===== src/rtl/dma_cfg_pkg.sv =====
// ----------------------------------------------------------------------
// sizing constants and byte-mask helpers for the DMA realignment path
// shared by the read side, the write side and the lane FIFOs
// ----------------------------------------------------------------------

package dma_cfg_pkg;

    // bus geometry, one word per beat
    localparam int DATA_WIDTH     = 32;
    localparam int BYTE_WIDTH     = 8;
    localparam int BYTES_PER_BEAT = DATA_WIDTH / BYTE_WIDTH;

    // byte offsets, tailers and shifts address one lane
    localparam int OFFSET_WIDTH   = $clog2(BYTES_PER_BEAT);

    // three entries per lane keep the pipe running without bubbles
    localparam int BUFFER_DEPTH   = 3;
    localparam int FIFO_PTR_WIDTH = $clog2(BUFFER_DEPTH);
    localparam int FIFO_CNT_WIDTH = $clog2(BUFFER_DEPTH + 1);

    // burst length counter on the write side
    localparam int BEAT_CNT_WIDTH = 8;

    // ------------------------------------------------------------------
    // mask helpers
    // ------------------------------------------------------------------
    // lanes from the start offset upward are valid in a first beat
    function automatic logic [BYTES_PER_BEAT-1:0] first_mask(
        input logic [OFFSET_WIDTH-1:0] offset
    );
        return {BYTES_PER_BEAT{1'b1}} << offset;
    endfunction

    // only the low tailer lanes are valid in a last beat
    // a tailer of zero means the beat ends on a word boundary
    function automatic logic [BYTES_PER_BEAT-1:0] last_mask(
        input logic [OFFSET_WIDTH-1:0] tailer
    );
        logic [BYTES_PER_BEAT-1:0] mask;
        mask = {BYTES_PER_BEAT{1'b1}};
        if (tailer != '0) begin
            mask = mask >> (BYTES_PER_BEAT - int'(tailer));
        end
        return mask;
    endfunction

endpackage


===== src/rtl/dma_chan_pkg.sv =====
// ----------------------------------------------------------------------
// port structs of the DMA data path: read and write beats plus the
// per-request alignment descriptors held by the backend during a burst
// ----------------------------------------------------------------------

package dma_chan_pkg;

    // one flag per byte lane
    typedef logic [dma_cfg_pkg::BYTES_PER_BEAT-1:0] lane_mask_t;

    // a bus word seen as byte lanes, lane 0 holds the low byte
    typedef logic [dma_cfg_pkg::BYTES_PER_BEAT-1:0][dma_cfg_pkg::BYTE_WIDTH-1:0] lane_data_t;

    // read channel beat
    typedef struct packed {
        lane_data_t data;
        logic       last;
    } r_beat_t;

    // read side alignment of one request
    typedef struct packed {
        // first valid byte in the first read beat
        logic [dma_cfg_pkg::OFFSET_WIDTH-1:0] offset;
        // valid bytes in the last read beat, zero for a full word
        logic [dma_cfg_pkg::OFFSET_WIDTH-1:0] tailer;
        // rotation from read to write alignment, (w_offset - r_offset) mod 4
        logic [dma_cfg_pkg::OFFSET_WIDTH-1:0] shift;
    } r_align_t;

    // write side alignment of one request
    typedef struct packed {
        logic [dma_cfg_pkg::OFFSET_WIDTH-1:0]   offset;
        logic [dma_cfg_pkg::OFFSET_WIDTH-1:0]   tailer;
        // number of write beats in the burst, counter is bypassed when single
        logic [dma_cfg_pkg::BEAT_CNT_WIDTH-1:0] num_beats;
        // whole transfer fits in one write beat
        logic                                   single;
    } w_align_t;

    // write channel beat
    typedef struct packed {
        lane_data_t data;
        lane_mask_t strb;
        logic       last;
    } w_beat_t;

endpackage


===== src/rtl/dma_byte_fifo.sv =====
// ----------------------------------------------------------------------
// single byte lane of the realignment buffer
// circular buffer without fall-through, data shows one cycle after push
// ----------------------------------------------------------------------

`timescale 1ns/1ps

module dma_byte_fifo (
    input  logic                               clk_i,
    input  logic                               rst_ni,
    input  logic                               push_i,
    input  logic [dma_cfg_pkg::BYTE_WIDTH-1:0] data_i,
    input  logic                               pop_i,
    output logic [dma_cfg_pkg::BYTE_WIDTH-1:0] data_o,
    output logic                               full_o,
    output logic                               empty_o
);

    // storage
    logic [dma_cfg_pkg::BYTE_WIDTH-1:0]     mem_q [dma_cfg_pkg::BUFFER_DEPTH];
    logic [dma_cfg_pkg::FIFO_PTR_WIDTH-1:0] wr_ptr_q;
    logic [dma_cfg_pkg::FIFO_PTR_WIDTH-1:0] rd_ptr_q;
    logic [dma_cfg_pkg::FIFO_CNT_WIDTH-1:0] fill_q;

    // qualified requests, overflow and underflow are dropped here
    logic do_push;
    logic do_pop;

    assign full_o  = (int'(fill_q) == dma_cfg_pkg::BUFFER_DEPTH);
    assign empty_o = (fill_q == '0);
    assign do_push = push_i & ~full_o;
    assign do_pop  = pop_i & ~empty_o;

    // oldest entry
    assign data_o  = mem_q[rd_ptr_q];

    always_ff @(posedge clk_i) begin
        if (do_push) begin
            mem_q[wr_ptr_q] <= data_i;
        end
    end

    always_ff @(posedge clk_i or negedge rst_ni) begin
        if (!rst_ni) begin
            wr_ptr_q <= '0;
            rd_ptr_q <= '0;
            fill_q   <= '0;
        end else begin
            // pointers wrap at the depth, which need not be a power of two
            if (do_push) begin
                wr_ptr_q <= (int'(wr_ptr_q) == dma_cfg_pkg::BUFFER_DEPTH - 1) ?
                            '0 : wr_ptr_q + 1'b1;
            end
            if (do_pop) begin
                rd_ptr_q <= (int'(rd_ptr_q) == dma_cfg_pkg::BUFFER_DEPTH - 1) ?
                            '0 : rd_ptr_q + 1'b1;
            end
            case ({do_push, do_pop})
                2'b10:   fill_q <= fill_q + 1'b1;
                2'b01:   fill_q <= fill_q - 1'b1;
                default: fill_q <= fill_q;
            endcase
        end
    end

endmodule


===== src/rtl/dma_read_align.sv =====
// ----------------------------------------------------------------------
// read side of the data path: masks the valid bytes of each read beat,
// rotates them into write alignment and pushes them into the byte lanes
// ----------------------------------------------------------------------

`timescale 1ns/1ps

module dma_read_align (
    input  logic                    clk_i,
    input  logic                    rst_ni,
    // read channel
    input  dma_chan_pkg::r_beat_t   r_beat_i,
    input  logic                    r_valid_i,
    output logic                    r_ready_o,
    // read request, held for the whole burst
    input  logic                    r_dp_valid_i,
    output logic                    r_dp_ready_o,
    input  dma_chan_pkg::r_align_t  r_align_i,
    // lane bank
    input  dma_chan_pkg::lane_mask_t lane_full_i,
    output dma_chan_pkg::lane_mask_t lane_push_o,
    output dma_chan_pkg::lane_data_t lane_wdata_o
);

    // sticky first-beat flag, set between bursts
    logic first_q;

    // valid bytes in read alignment, then rotated into lanes
    dma_chan_pkg::lane_mask_t rd_mask;
    dma_chan_pkg::lane_mask_t in_mask;
    dma_chan_pkg::lane_data_t rot_data;

    logic blocked;
    logic accept;

    // ------------------------------------------------------------------
    // valid byte mask
    // ------------------------------------------------------------------
    always_comb begin
        rd_mask = '1;
        // leading bytes before the read offset are junk
        if (first_q) begin
            rd_mask = rd_mask & dma_cfg_pkg::first_mask(r_align_i.offset);
        end
        // trailing bytes past the tailer are junk
        if (r_beat_i.last) begin
            rd_mask = rd_mask & dma_cfg_pkg::last_mask(r_align_i.tailer);
        end
    end

    // ------------------------------------------------------------------
    // barrel shifter
    // ------------------------------------------------------------------
    // read byte i goes to lane (i + shift) mod 4, the mask follows
    always_comb begin
        logic [dma_cfg_pkg::OFFSET_WIDTH-1:0] lane;
        rot_data = '0;
        in_mask  = '0;
        for (int i = 0; i < dma_cfg_pkg::BYTES_PER_BEAT; i++) begin
            // natural wrap of the 2-bit index
            lane           = dma_cfg_pkg::OFFSET_WIDTH'(r_align_i.shift + i);
            rot_data[lane] = r_beat_i.data[i];
            in_mask[lane]  = rd_mask[i];
        end
    end

    // ------------------------------------------------------------------
    // push control
    // ------------------------------------------------------------------
    // stall only if a lane that this beat writes is full
    assign blocked      = |(lane_full_i & in_mask);
    assign r_ready_o    = ~blocked;
    assign accept       = r_valid_i & ~blocked;

    assign lane_push_o  = accept ? in_mask : '0;
    assign lane_wdata_o = rot_data;

    // request done with the last read beat
    assign r_dp_ready_o = r_dp_valid_i & accept & r_beat_i.last;

    always_ff @(posedge clk_i or negedge rst_ni) begin
        if (!rst_ni) begin
            first_q <= 1'b1;
        end else if (accept) begin
            // next beat is a first one only after a last one
            first_q <= r_beat_i.last;
        end
    end

endmodule


===== src/rtl/dma_write_beat.sv =====
// ----------------------------------------------------------------------
// write side of the data path: builds the strobe for each write beat,
// pops the strobed lanes and tracks the burst to place w_last
// ----------------------------------------------------------------------

`timescale 1ns/1ps

module dma_write_beat (
    input  logic                     clk_i,
    input  logic                     rst_ni,
    // write request, held for the whole burst
    input  dma_chan_pkg::w_align_t   w_align_i,
    output logic                     w_dp_ready_o,
    // write channel
    input  logic                     w_ready_i,
    output logic                     w_valid_o,
    output dma_chan_pkg::w_beat_t    w_beat_o,
    // lane bank
    input  dma_chan_pkg::lane_mask_t lane_empty_i,
    input  dma_chan_pkg::lane_data_t lane_rdata_i,
    output dma_chan_pkg::lane_mask_t lane_pop_o
);

    // write alignment masks of the current request
    dma_chan_pkg::lane_mask_t first_m;
    dma_chan_pkg::lane_mask_t last_m;
    dma_chan_pkg::lane_mask_t strb;
    dma_chan_pkg::lane_mask_t filled;

    // beat position within the burst
    logic is_first;
    logic is_last;
    logic first_possible;

    logic ready_to_write;
    logic w_hs;

    // remaining beats, valid from the first handshake of a burst
    logic [dma_cfg_pkg::BEAT_CNT_WIDTH-1:0] cnt_q;
    logic                                   cnt_valid_q;

    assign first_m = dma_cfg_pkg::first_mask(w_align_i.offset);
    assign last_m  = dma_cfg_pkg::last_mask(w_align_i.tailer);
    assign filled  = ~lane_empty_i;

    // lanes of a first beat hold data, so the first read beat has landed
    assign first_possible = ((filled & first_m) == first_m);

    // ------------------------------------------------------------------
    // strobe generation
    // ------------------------------------------------------------------
    always_comb begin
        if (w_align_i.single) begin
            // one beat is both ends of the transfer
            is_first = 1'b1;
            is_last  = 1'b1;
        end else begin
            is_first = first_possible & ~cnt_valid_q;
            is_last  = cnt_valid_q & (cnt_q == dma_cfg_pkg::BEAT_CNT_WIDTH'(1));
        end

        strb = '1;
        if (is_first) begin
            strb = strb & first_m;
        end
        if (is_last) begin
            strb = strb & last_m;
        end
    end

    // every strobed lane must hold a byte
    assign ready_to_write = ((filled & strb) == strb);
    assign w_valid_o      = ready_to_write;
    assign w_hs           = ready_to_write & w_ready_i;
    assign lane_pop_o     = w_hs ? strb : '0;

    // ------------------------------------------------------------------
    // bus outputs
    // ------------------------------------------------------------------
    // data and strobe stay zero unless a beat actually moves
    always_comb begin
        w_beat_o = '0;
        if (w_hs) begin
            for (int i = 0; i < dma_cfg_pkg::BYTES_PER_BEAT; i++) begin
                w_beat_o.data[i] = strb[i] ? lane_rdata_i[i] : '0;
            end
            w_beat_o.strb = strb;
            w_beat_o.last = is_last;
        end
    end

    assign w_dp_ready_o = is_last & w_hs;

    // ------------------------------------------------------------------
    // burst counter
    // ------------------------------------------------------------------
    // loaded with the beats left after the first one, last at one
    always_ff @(posedge clk_i or negedge rst_ni) begin
        if (!rst_ni) begin
            cnt_q       <= '0;
            cnt_valid_q <= 1'b0;
        end else if (w_hs && !w_align_i.single) begin
            if (cnt_valid_q) begin
                cnt_q       <= cnt_q - 1'b1;
                cnt_valid_q <= ~is_last;
            end else if (is_first) begin
                cnt_q       <= w_align_i.num_beats - 1'b1;
                cnt_valid_q <= 1'b1;
            end
        end
    end

endmodule


===== src/rtl/dma_data_path.sv =====
// ----------------------------------------------------------------------
// DMA data path top: read beats are realigned through a bank of byte
// lane FIFOs and leave as write beats with offset and tailer strobes
// ----------------------------------------------------------------------

`timescale 1ns/1ps

module dma_data_path (
    input  logic                   clk_i,
    input  logic                   rst_ni,
    // read channel
    input  dma_chan_pkg::r_beat_t  r_beat_i,
    input  logic                   r_valid_i,
    output logic                   r_ready_o,
    // read request
    input  logic                   r_dp_valid_i,
    output logic                   r_dp_ready_o,
    input  dma_chan_pkg::r_align_t r_align_i,
    // write channel
    output dma_chan_pkg::w_beat_t  w_beat_o,
    output logic                   w_valid_o,
    input  logic                   w_ready_i,
    // write request
    input  logic                   w_dp_valid_i,
    output logic                   w_dp_ready_o,
    input  dma_chan_pkg::w_align_t w_align_i,
    // status
    output logic                   data_path_idle_o
);

    // lane bank interface
    dma_chan_pkg::lane_mask_t lane_push;
    dma_chan_pkg::lane_data_t lane_wdata;
    dma_chan_pkg::lane_mask_t lane_full;
    dma_chan_pkg::lane_mask_t lane_pop;
    dma_chan_pkg::lane_data_t lane_rdata;
    dma_chan_pkg::lane_mask_t lane_empty;

    dma_read_align u_read_align (
        .clk_i        (clk_i),
        .rst_ni       (rst_ni),
        .r_beat_i     (r_beat_i),
        .r_valid_i    (r_valid_i),
        .r_ready_o    (r_ready_o),
        .r_dp_valid_i (r_dp_valid_i),
        .r_dp_ready_o (r_dp_ready_o),
        .r_align_i    (r_align_i),
        .lane_full_i  (lane_full),
        .lane_push_o  (lane_push),
        .lane_wdata_o (lane_wdata)
    );

    // ------------------------------------------------------------------
    // lane bank, one FIFO per byte lane
    // ------------------------------------------------------------------
    for (genvar i = 0; i < dma_cfg_pkg::BYTES_PER_BEAT; i++) begin : g_lane
        dma_byte_fifo u_byte_fifo (
            .clk_i   (clk_i),
            .rst_ni  (rst_ni),
            .push_i  (lane_push[i]),
            .data_i  (lane_wdata[i]),
            .pop_i   (lane_pop[i]),
            .data_o  (lane_rdata[i]),
            .full_o  (lane_full[i]),
            .empty_o (lane_empty[i])
        );
    end

    dma_write_beat u_write_beat (
        .clk_i        (clk_i),
        .rst_ni       (rst_ni),
        .w_align_i    (w_align_i),
        .w_dp_ready_o (w_dp_ready_o),
        .w_ready_i    (w_ready_i),
        .w_valid_o    (w_valid_o),
        .w_beat_o     (w_beat_o),
        .lane_empty_i (lane_empty),
        .lane_rdata_i (lane_rdata),
        .lane_pop_o   (lane_pop)
    );

    // no request open or closing on either side and nothing buffered
    assign data_path_idle_o = ~(r_dp_valid_i | r_dp_ready_o | w_dp_valid_i | w_dp_ready_o)
                              & (&lane_empty);

endmodule


===== config.mk =====
export PLATFORM = sky130hd
export DESIGN_NAME = dma_data_path
export DESIGN_NICKNAME = d
export VERILOG_FILES = /design/src/rtl/dma_cfg_pkg.sv /design/src/rtl/dma_chan_pkg.sv /design/src/rtl/dma_byte_fifo.sv /design/src/rtl/dma_read_align.sv /design/src/rtl/dma_write_beat.sv /design/src/rtl/dma_data_path.sv
export SDC_FILE = /design/constraint.sdc
export NUM_CORES = 1
export LEC_CHECK = 0
export ABC_AREA = 1
export CAP_MARGIN = 20
export CORE_MARGIN = 3
export CORE_UTILIZATION = 45
export CTS_CLUSTER_DIAMETER = 60
export DETAILED_ROUTE_END_ITERATION = 7
export DONT_BUFFER_PORTS = 1
export GPL_TIMING_DRIVEN = 1
export PLACE_DENSITY = 0.68
export SYNTH_ARGS = -nofsm -noshare
export SYNTH_HDL_FRONTEND = slang
export SYNTH_HIERARCHICAL = 1
export SYNTH_SLANG_ARGS = --single-unit

===== constraint.sdc =====
create_clock -name clk_i -period 2.4 [get_ports clk_i]
set_clock_uncertainty 0.1 [all_clocks]
set_input_delay 0.12 -clock clk_i [delete_from_list [all_inputs] [get_ports clk_i]]
set_output_delay 0.12 -clock clk_i [all_outputs]
set_load 0.01 [all_outputs]

Word level (Yosys, flattened, before mapping)
Memories as Yosys holds them, arrays and structs flattened.
Cells that the tools add are included.
- add/subtract/negate cells: 23
- magnitude comparators: 8
- equal/unequal tests: 23
- shift-type cells: 4
- multiplexer cells: 62
- bitwise logic cells: 39
- reductions and logical operators: 20
- operators by type and width (kind ; number):
    32-bit bitwise mux ; 3
    8-bit 2-to-1 mux ; 10
    8-bit demux with 2-bit select ; 4
    4-bit by 32-bit >> shifter with 4-bit output (first input constant) ; 2
    37-bit 2-to-1 mux ; 1
    4-bit 2-to-1 mux ; 9
    32-bit bitwise AND ; 1
    2-bit by 1-bit adder with 2-bit output (second input constant) ; 13
    4-bit bitwise AND ; 6
    2-bit == test (second input constant) ; 12
    1-bit bitwise AND ; 16
    2-bit by 1-bit == test with 1-bit output (second input constant) ; 8
    1-bit 2-to-1 mux ; 16
    2-bit 2-to-1 mux ; 8
    2-bit case mux with 2 select lines ; 4
    8-bit by 1-bit subtractor with 8-bit output (second input constant) ; 2
    2-bit nonzero test ; 7
    4-bit bitwise mux ; 3
    2-bit by 3-bit less-than comparator with 1-bit output (second input constant) ; 4
    1-bit inverter ; 12
    1-bit demux with 2-bit select ; 4
    4-bit == test ; 2
    8-bit by 1-bit == test with 1-bit output (second input constant) ; 1
    2-bit by 1-bit >= comparator with 1-bit output (second input constant) ; 4
    12 further kinds ; 27
- bits in registers: 34
- RAM bits: 96
- input bits: 58
- output and inout bits: 42
- logic and storage cells: 198
- memories kept: 4
- memory list (memory ; depth ; bits a word ; rd ports ; clocked after memory_dff ; write ports ; RTL line ; text):
    g_lane[0].u_byte_fifo.mem_q ; 3 ; 8 ; 1 ; 0 ; 1 ; dma_byte_fifo.sv:20 ; logic [dma_cfg_pkg::BYTE_WIDTH-1:0] mem_q [dma_cfg_pkg::BUFFER_DEPTH];
    g_lane[1].u_byte_fifo.mem_q ; 3 ; 8 ; 1 ; 0 ; 1 ; dma_byte_fifo.sv:20 ;
    g_lane[2].u_byte_fifo.mem_q ; 3 ; 8 ; 1 ; 0 ; 1 ; dma_byte_fifo.sv:20 ;
    g_lane[3].u_byte_fifo.mem_q ; 3 ; 8 ; 1 ; 0 ; 1 ; dma_byte_fifo.sv:20 ;

Logic depth before layout (Yosys ltp)
Gate-level depths: netlist (run 1).
- word-level depth: 21
- mapped depth: 20
- depth with buffers taken out: 20

Modules after synthesis
Netlist (run 1), hierarchy kept.
- modules (own cells, without submodules) (module ; instances ; cells each ; area each (µm²) ; seq. area each (µm²)):
    dma_byte_fifo at g_lane[0].u_byte_fifo ... ; 2 ; 100 ; 1204.9 ; 870.8
    dma_byte_fifo at g_lane[1].u_byte_fifo ... ; 2 ; 100 ; 1199.9 ; 870.8
    dma_write_beat ; 1 ; 228 ; 1514.0 ; 225.2
    dma_read_align ; 1 ; 215 ; 1037.2 ; 26.3
    dma_data_path ; 1 ; 10 ; 40.0 ; 0.0

Least setup slack after synthesis (run 1)
OpenSTA, ideal clock, no wires.
- path kind: flip-flop to flip-flop
- from: register u_read_align.first_q
- to: memory g_lane[0].u_byte_fifo/mem_q[2][0] (netlist bit), enable pin
- library setup time: 383 ps
- arrival: 2162 ps
- data required time: 1917 ps
- path slack: -245 ps
- stages on the path, launching flop included: 13
- buffers on the path: 0
- clock period less this slack: 2645 ps
- cells stage by stage: dfstp_2 nand2_1 nand2_1 nor2_1 nor2_1 nand3_1 nand2_1 nand2_1 nor2_4 nand2_2 nor2_1 nand2_4 nor3_1
- word-level cells in the longest chain between the ends: 15
- RTL lines (what ; RTL line ; text):
    from (decl) ; dma_read_align.sv:26 ; logic first_q;
    from (signal assigned) ; dma_read_align.sv:86 ; first_q <= r_beat_i.last;
    4-bit 2-to-1 mux * ; dma_read_align.sv:42 ; if (first_q) begin
    4-bit bitwise AND ; dma_read_align.sv:47 ; rd_mask = rd_mask & dma_cfg_pkg::last_mask(r_align_i.tailer);
    4-bit 2-to-1 mux * ; dma_read_align.sv:46 ; if (r_beat_i.last) begin
    4-bit bitwise AND (no source line) ; -- ;
    4-bit bitwise mux (2 in a row) ; dma_read_align.sv:63 ; in_mask[lane] = rd_mask[i];
    4-bit bitwise mux * ; dma_read_align.sv:63 ;
    4-bit bitwise AND * ; dma_read_align.sv:71 ; assign blocked = |(lane_full_i & in_mask);
    4-bit OR reduction * ; dma_read_align.sv:71 ;
    1-bit inverter * ; -- ;
    net r_ready_o ; dma_data_path.sv:14 ; output logic r_ready_o,
    1-bit bitwise AND * ; dma_read_align.sv:73 ; assign accept = r_valid_i & ~blocked;
    4-bit 2-to-1 mux * ; dma_read_align.sv:75 ; assign lane_push_o = accept ? in_mask : '0;
    net lane_push[0] ; dma_data_path.sv:32 ; dma_chan_pkg::lane_mask_t lane_push;
    1-bit bitwise AND * ; dma_byte_fifo.sv:31 ; assign do_push = push_i & ~full_o;
    1-bit 2-to-1 mux * ; dma_byte_fifo.sv:38 ; if (do_push) begin
    1-bit 2-to-1 mux (implied by the code) * ; dma_byte_fifo.sv:39 ; mem_q[wr_ptr_q] <= data_i;
    to (decl) ; dma_byte_fifo.sv:20 ;
Mark *: on every way through the listed nets, which the timed path passes. The rest lies on a longest branch.

Worst setup path after layout (run 1)
- from: register u_write_beat/cnt_q[1] (netlist bit)
- to: register g_lane[3].u_byte_fifo/fill_q[1] (netlist bit)
- word-level cells in the longest chain between the ends: 11
- elaborated cells between the ends (all ways): 13
- those cells by class: eq/ne (4); mux (4); bitwise (4); reduce/logical (1)
- RTL lines (what ; RTL line ; text):
    from (decl) ; dma_write_beat.sv:39 ; logic [dma_cfg_pkg::BEAT_CNT_WIDTH-1:0] cnt_q;
    from (signal assigned) ; dma_write_beat.sv:104 ; cnt_q <= cnt_q - 1'b1;
    from (signal assigned) ; dma_write_beat.sv:107 ; cnt_q <= w_align_i.num_beats - 1'b1;
    8-bit by 1-bit == test with 1-bit output * ; dma_write_beat.sv:59 ; is_last = cnt_valid_q & (cnt_q == dma_cfg_pkg::BEAT_CNT_WIDTH'(1));
    1-bit bitwise AND * ; dma_write_beat.sv:59 ;
    1-bit 2-to-1 mux * ; dma_write_beat.sv:53 ; if (w_align_i.single) begin
    4-bit 2-to-1 mux * ; dma_write_beat.sv:66 ; if (is_last) begin
    4-bit bitwise AND ; dma_write_beat.sv:72 ; assign ready_to_write = ((filled & strb) == strb);
    4-bit == test ; dma_write_beat.sv:72 ;
    1-bit bitwise AND ; dma_write_beat.sv:74 ; assign w_hs = ready_to_write & w_ready_i;
    4-bit 2-to-1 mux * ; dma_write_beat.sv:75 ; assign lane_pop_o = w_hs ? strb : '0;
    1-bit bitwise AND * ; dma_byte_fifo.sv:32 ; assign do_pop = pop_i & ~empty_o;
    net g_lane[3].u_byte_fifo.do_pop ; dma_byte_fifo.sv:27 ; logic do_pop;
    2-bit by 1-bit == test with 1-bit output / 2-bit == test (equally long branches) ; dma_byte_fifo.sv:58 ; case ({do_push, do_pop})
    2-bit case mux with 2 select lines / 2-bit nonzero test (equally long branches) ; -- ;
    to (signal assigned) ; dma_byte_fifo.sv:59 ; 2'b10: fill_q <= fill_q + 1'b1;
    to (signal assigned) ; dma_byte_fifo.sv:60 ; 2'b01: fill_q <= fill_q - 1'b1;
    to (signal assigned) ; dma_byte_fifo.sv:61 ; default: fill_q <= fill_q;
    to (decl) ; dma_byte_fifo.sv:23 ; logic [dma_cfg_pkg::FIFO_CNT_WIDTH-1:0] fill_q;
Marked as above.
A chain may end at the register's enable or synchronous reset.

==> metrics.cfg, run 1 <==
[status]
status = complete, but fails checks
violations = negative setup slack

[die]
rows = 46
die_area_sq_um = 18000
fp.coreArea_sq_um = 16000
die_w_microns = 134
initial_utilization = 0.463
ios = 100
die_y_microns = 134

[detailed_routing]
routed_wl_mm = 19.5
vias_per_cell = 5.23
drtPass1Iterations = 6
dr.first_iter.drc_count = 601
vias = 6423
wire_per_inst_microns = 15.9
ant_nets = 0
drc_errors = 0

[power]
leakagePower_nw = 4.31
power_density_nw_per_um2 = 1120
vdd_drop_max_mv = 0.649

[synthesis]
synth_top_family_by_area = simple AND/OR/NAND/NOR gates
syn_nets = 922
synth_adder_area_share = 0.0186
syn_inst = 853
synth_area_sq_um = 7400
ys.warnings.count = 6
synth_xor_area_frac = 0.00947
synthTopCellsByArea = edfxtp_1, nand2_1, dfrtp_1
ys_seq_elements = 130
synth_compound_gate_area_share = 0.0786
yosysTopAreaCellShare = 0.390
synth_mux_area_frac = 0.00135
synth_simple_gate_area_frac = 0.313
synth_top_area_cell = edfxtp_1
yosysSeqAreaShare = 0.505
avgSynthCellArea_sq_um = 8.68
synth_cell_types = 39

[cts]
cts_tree = done
path_clk_slew_ns = 0.06
clkLatencyLatePin_ns = 0.42
clockBufferDepth = 2
root_buffer = clkbuf_16
cts_htree_levels = 4
numCtsBuffers = 17
cts_sinks = 130

[global_routing]
grt_max_degree = 35
track_usage = 0.213
grt-ovfl-total = 0
antenna_found_initial = 0
grt_pass1_wl_mm = 30.0
grt_pass1_vias = 5925

[setup_path]
reg2reg_depth = 20
start_kind = register
criticalPathCategory = register to register
critPathArrivalTime_ns = 2.76
cp.required_ns = 2.61
crit_path_end_kind = register
crit_fanout = 5

[layout]
syn_to_final_growth_pct = 36.1
nNetsFinal = 1069
layout_common_cells = nand2_1, edfxtp_1, inv_1
layout-drive-gt1-share = 0.297
post-route-util = 0.629
diodes = 0
nFillCells = 1262
final_common_cell = nand2_1

[sta]
finalCriticalPeriod_ns = 2.55
fin_crit_sh = 1.06
setup_total_negative_slack_ns = -4.80
fmax_mhz = 392
max_slew_margin = 0.478
slew_violations = 0
rsz0062_at_grt = yes
hold_viol_final = 0
fin_ws_ns = -0.154
tightest_slew_ns = 0.774
setup_viol = 76

[placement]
hpwlAfterDp_mm = 13.0
gp_congestion = 0.875
io_buffer_count = 0

[hold_path]
hp-class = input pin to register
whs_path_depth = 2

[job]
cap_violations = 0

==> synth_stat cells (all sizes together) <==
library cell,instances
nand2,300
edfxtp,96
a21oi,28
inv,99
ha,11
a221o,2
nor3,6
nor2,87
o21ai,40
xor2,1
a221oi,4
buf,17
o22ai,19
xnor2,7
nand3b,1
dfstp,1
dfrtp,33
or2,6
mux2i,1
o2111ai,4
a31oi,1
clkbuf,8
nand3,64
nand4,16
a22oi,1
==> flip-flops by register name, indices dropped and copies added, names as in the netlist <==
signal                       cells
g_lane.u_byte_fifo/fill_q        8
g_lane.u_byte_fifo/mem_q        96
g_lane.u_byte_fifo/rd_ptr_q      8
g_lane.u_byte_fifo/wr_ptr_q      8
u_read_align/first_q             1
u_write_beat/cnt_q               8
u_write_beat/cnt_valid_q         1
==> layout make-up <==
class                   count  area (sq um)  share of cell area
well taps                 216           270              0.0268
clock buffers              17           425              0.0422
clock inverters            15           164              0.0163
repair buffers            153          1500               0.149
flip-flops and latches    130          3740               0.371
inverters                  99           377              0.0374
multi-input cells         599          3590               0.357
==> logic make-up (layout without fill, tap and decap cells) <==
| family | count (synthesis) | after routing |
|---|---|---|
| AOI/OAI and AO/OA | 99 | 99 |
| xor gates and xnor gates | 8 | 8 |
| adders and majority gates | 11 | 11 |
| buffers and inverters | 124 | 284 |
| DFF | 130 | 130 |
| muxes | 1 | 1 |
| and+or+nand+nor | 480 | 480 |
==> metrics by stage <==
step	hold slack, ns	setup slack [ns]	std cells	area (sq um)	total power, mW
2_1_floorplan	-0.276	-0.00175	853	7450	6.26
3_3_place_gp	-0.274	-0.0723	1125	8160	7.35
3_5_place_dp	-0.274	-0.119	1125	8160	7.41
4_1_cts	0.00365	-0.153	1212	9620	10.6
5_1_grt	0.0100	-0.249	1229	10100	12.0
6_report	0.00761	-0.154	1229	10100	11.3
==> timing repair <==
| item | in CTS | in global routing |
|---|---|---|
| pin swaps | 6 | 29 |
| hold buffers | 38 | 1 |
| endpoints found under the setup margin | 63 | 162 |
| gates resized for setup | 72 | 77 |
| gates cloned | 1 | 0 |
| endpoints found under the hold margin | 119 | 3 |
| buffers inserted | 16 | 18 |
==> power breakdown <==
group	switching (mW)	leakage [nW]	total, mW	internal (mW)
Sequential	0.384	1.30	3.35	2.97
Combinational	3.14	2.73	5.44	2.30
Clock	1.11	0.289	2.50	1.39
==> critical path: stages (launching register included) <==
cell     delay [ns]
dfrtp_1        0.39
inv_2          0.09
ha_4           0.13
nand2_2        0.05
nor2_2         0.09
nand2_2        0.08
nand2_4        0.13
nand2_4        0.08
nand3_4        0.07
nand2_4        0.07
nor2_8         0.15
nand2_8        0.09
buf_12         0.14
a21oi_4        0.13
o21ai_2        0.08
inv_2          0.08
ha_4           0.21
inv_2          0.07
nand3_2        0.08
nand2_2        0.07
nand2_1        0.05
==> final timing paths <==
kind | to | slack [ns] | start
setup / recovery | g_lane[3].u_byte_fifo/fill_q[1] | -0.15 | u_write_beat/cnt_q[1]
hold / removal | g_lane[0].u_byte_fifo/mem_q[1][5] | 0.008 | r_beat_i[22]
setup reg to reg | g_lane[3].u_byte_fifo/fill_q[1] | -0.15 | u_write_beat/cnt_q[1]
hold reg to reg | u_write_beat/cnt_q[7] | 0.39 | u_write_beat/cnt_q[7]
max in group asynchronous | u_read_align/first_q | 1.88 | rst_ni
min in group asynchronous | u_write_beat/cnt_q[2] | 0.05 | rst_ni
==> layer usage <==
metal,global-route usage,up-vias,part of all wire
met3,0.0559,40,0.079
met5,0,-,0
met1,0.280,2992,0.41
met2,0.348,265,0.49
met4,0.0622,0,0.021
li1,-,3126,-
Note: power is estimated with default switching activity, not from simulation.
==> run 2, diff against run 1 <==
--- a/config.mk
+++ b/config.mk
@@ -9,6 +9,7 @@
 export CAP_MARGIN = 20
 export CORE_MARGIN = 3
 export CORE_UTILIZATION = 45
+export CTS_BUF_LIST = sky130_fd_sc_hd__clkbuf_16
 export CTS_CLUSTER_DIAMETER = 60
 export DETAILED_ROUTE_END_ITERATION = 7
 export DONT_BUFFER_PORTS = 1
@@ -18,3 +19,4 @@
 export SYNTH_HDL_FRONTEND = slang
 export SYNTH_HIERARCHICAL = 1
 export SYNTH_SLANG_ARGS = --single-unit
+export TNS_END_PERCENT = 10
==> run 2 against run 1 <==
Compared with the run above:
- power fell by 5.6%
- critical endpoint is now w_beat_o[36]
- die area did not move
- first-iteration DRC count fell by 24%
- fmax rose by 2.1%
- sequential power barely moved
- the run still ends with negative setup slack left
- core utilization fell by 3.2 points
- clock-buffer cell count did not move
- highest routed layer unchanged
- flip-flop and latch count did not move
- setup slack improved by 0.052 ns
==> metrics.cfg, run 2 (synthesis gave the netlist of run 1 again) <==
[global_routing]
grt_max_degree = 35  ; unchanged
grt_pass1_wl_mm = 30.1  ; +0.23%
grt_pass1_vias = 5954  ; +0.49%
grt-ovfl-total = 0  ; unchanged
track_usage = 0.214  ; +0.00177
antenna_found_initial = 1  ; +1

[power]
vdd_drop_max_mv = 0.657  ; +1.3%
power_density_nw_per_um2 = 1110  ; -0.61%
leakagePower_nw = 4.18  ; -3.1%

[layout]
top_register = g_lane.u_byte_fifo/mem_q
nNetsFinal = 1053  ; -1.5%
syn_to_final_growth_pct = 29.2
multiInputGateArea_sq_um = 3380  ; -5.9%
regArea_sq_um = 3730  ; about the same
final_common_cell = nand2_1
layout_common_cells = nand2_1, edfxtp_1, inv_1, buf_4, nand3_1
largest_reg_flops = 96  ; unchanged
nFillCells = 1394  ; +10%
layout-drive-gt1-share = 0.253  ; -0.0444
stdcell_area_sq_um = 9570  ; -5.0%

[die]
die_w_microns = 134  ; unchanged
initial_utilization = 0.463  ; unchanged
die_area_sq_um = 18000  ; unchanged
die_y_microns = 134  ; unchanged
fp.coreArea_sq_um = 16000  ; unchanged
ios = 100  ; unchanged
rows = 46  ; unchanged

[hold_path]
hp-class = input pin to register

[detailed_routing]
drtPass1Iterations = 5  ; -1
vias = 6348  ; -1.2%
dr.first_iter.drc_count = 459  ; -24%
routed_wl_mm = 19.4  ; -0.64%
ant_nets = 0  ; unchanged
drc_errors = 0  ; unchanged
wire_per_inst_microns = 16.0  ; +0.59%
vias_per_cell = 5.23  ; about the same

[sta]
fin_ws_ns = -0.102  ; +0.0521 ns
slew_violations = 0  ; unchanged
setup_total_negative_slack_ns = -1.71  ; +3.08 ns
hold_viol_final = 0  ; unchanged
finalCriticalPeriod_ns = 2.50  ; -0.0521 ns
fmax_mhz = 400  ; +2.1%
max_slew_margin = 0.534  ; +0.0560
tightest_slew_ns = 0.691  ; -0.0831 ns
rsz0062_at_grt = yes
fin_crit_sh = 1.04  ; -0.0217
setup_viol = 57  ; -25%

[placement]
hpwlAfterDp_mm = 13.6  ; +4.2%
gp_congestion = 0.881  ; +0.62%
io_buffer_count = 0  ; unchanged
dpl_cell_area_sq_um = 8190  ; +0.37%
pre_cts_ws_ns = -0.147  ; -0.0278 ns

[setup_path]
critPathArrivalTime_ns = 2.28  ; -0.48 ns
crit_path_end_kind = output port
cp.required_ns = 2.18  ; -0.43 ns
start_kind = register
crit_fanout = 8  ; +3
criticalPathCategory = register to output port

[cts]
clkLatencyLatePin_ns = 0.42  ; about the same
numCtsBuffers = 17  ; unchanged
cts_tree = done
path_clk_slew_ns = 0.05  ; about the same
cts_htree_levels = 4  ; unchanged
root_buffer = clkbuf_16
clockBufferDepth = 2  ; unchanged
cts_sinks = 130  ; unchanged

[status]
status = complete, but fails checks
violations = negative setup slack

[job]
cap_violations = 0  ; unchanged

-- run 2: changes by cell type in the layout (fill, tap and decap cells not counted), sizes merged --
cell	change
diode	+1
bufinv	+3
clkinv	-1
buf	-13
clkinvlp	+2
dlygate4sd3	-3
inv	-4
-- run 2: per-layer routing --
layer / global-route usage / up-vias / routed length, microns
met4: 0.0758 / 0 / 392
li1: - / 3086 / -
met2: 0.360 / 274 / 9440
met3: 0.0578 / 33 / 1480
met5: 0 / - / 0
met1: 0.267 / 2955 / 8070
-- run 2: critical path: stages, from the launching register on --
cell and delay, ns:
dfrtp_1 0.38, inv_2 0.08, ha_4 0.13, nand2_2 0.05, nor2_2 0.10, nand2_2 0.08, nand2_4 0.12, nand2_4 0.07
nand3_4 0.09, nand2_4 0.07, nor2_8 0.09, nand2_4 0.08, buf_8 0.15, buf_12 0.15, nor2_4 0.10, buf_6 0.10
-- run 2: final timing paths --
| path | slack (ns) | endpoint | cells after the start | start |
|---|---|---|---|---|
| setup reg to reg | -0.08 | g_lane[3].u_byte_fifo/mem_q[2][3] | 13 | u_read_align/first_q |
| min in group asynchronous | 0.06 | g_lane[2].u_byte_fifo/rd_ptr_q[0] | 2 | rst_ni |
| hold / removal | 0.0007 | g_lane[0].u_byte_fifo/mem_q[2][2] | 2 | r_beat_i[19] |
| hold reg to reg | 0.37 | u_write_beat/cnt_q[7] | 2 | u_write_beat/cnt_q[7] |
| setup / recovery | -0.10 | w_beat_o[36] | 15 | u_write_beat/cnt_q[1] |
| max in group asynchronous | 1.88 | u_read_align/first_q | 2 | rst_ni |
-- run 2: through the flow --
step,hold slack (ns),total power [mW],std cells,util
after floorplan,-0.276,6.21,853,-
after global placement,-0.272,7.45,1136,0.512
after detailed placement,-0.273,7.52,1136,0.512
after CTS,0.00118,10.5,1210,0.589
after global routing,0.0168,11.4,1214,0.598
final,0.000666,10.7,1214,0.598
-- run 2: repair_timing --
item / 4_1_cts / 5_1_grt
endpoints found under the setup margin: 93 / 152
cloned: 1 / 0
setup buffers: 6 / 2
hold buffers: 35 / 1
hold endpoints to repair: 114 / 3
pin swaps: 13 / 11
gates resized for setup: 55 / 28
-- run 2: report_power, final --
group / total [mW] / switching [mW] / internal [mW]
Sequential: 3.32 / 0.350 / 2.97
Clock: 2.56 / 0.937 / 1.62
Combinational: 4.79 / 2.85 / 1.94
Total: 10.7 / 4.13 / 6.53
-- run 2: area by class of cell --
type / count / share of cell area
well taps: 216 / 0.0283
clock buffers: 17 / 0.0445
multi-input cells: 599 / 0.353
diodes: 1 / 0.000262
clock inverters: 15 / 0.0173
repair buffers: 137 / 0.127
inverters: 99 / 0.0388
flip-flops and latches: 130 / 0.390
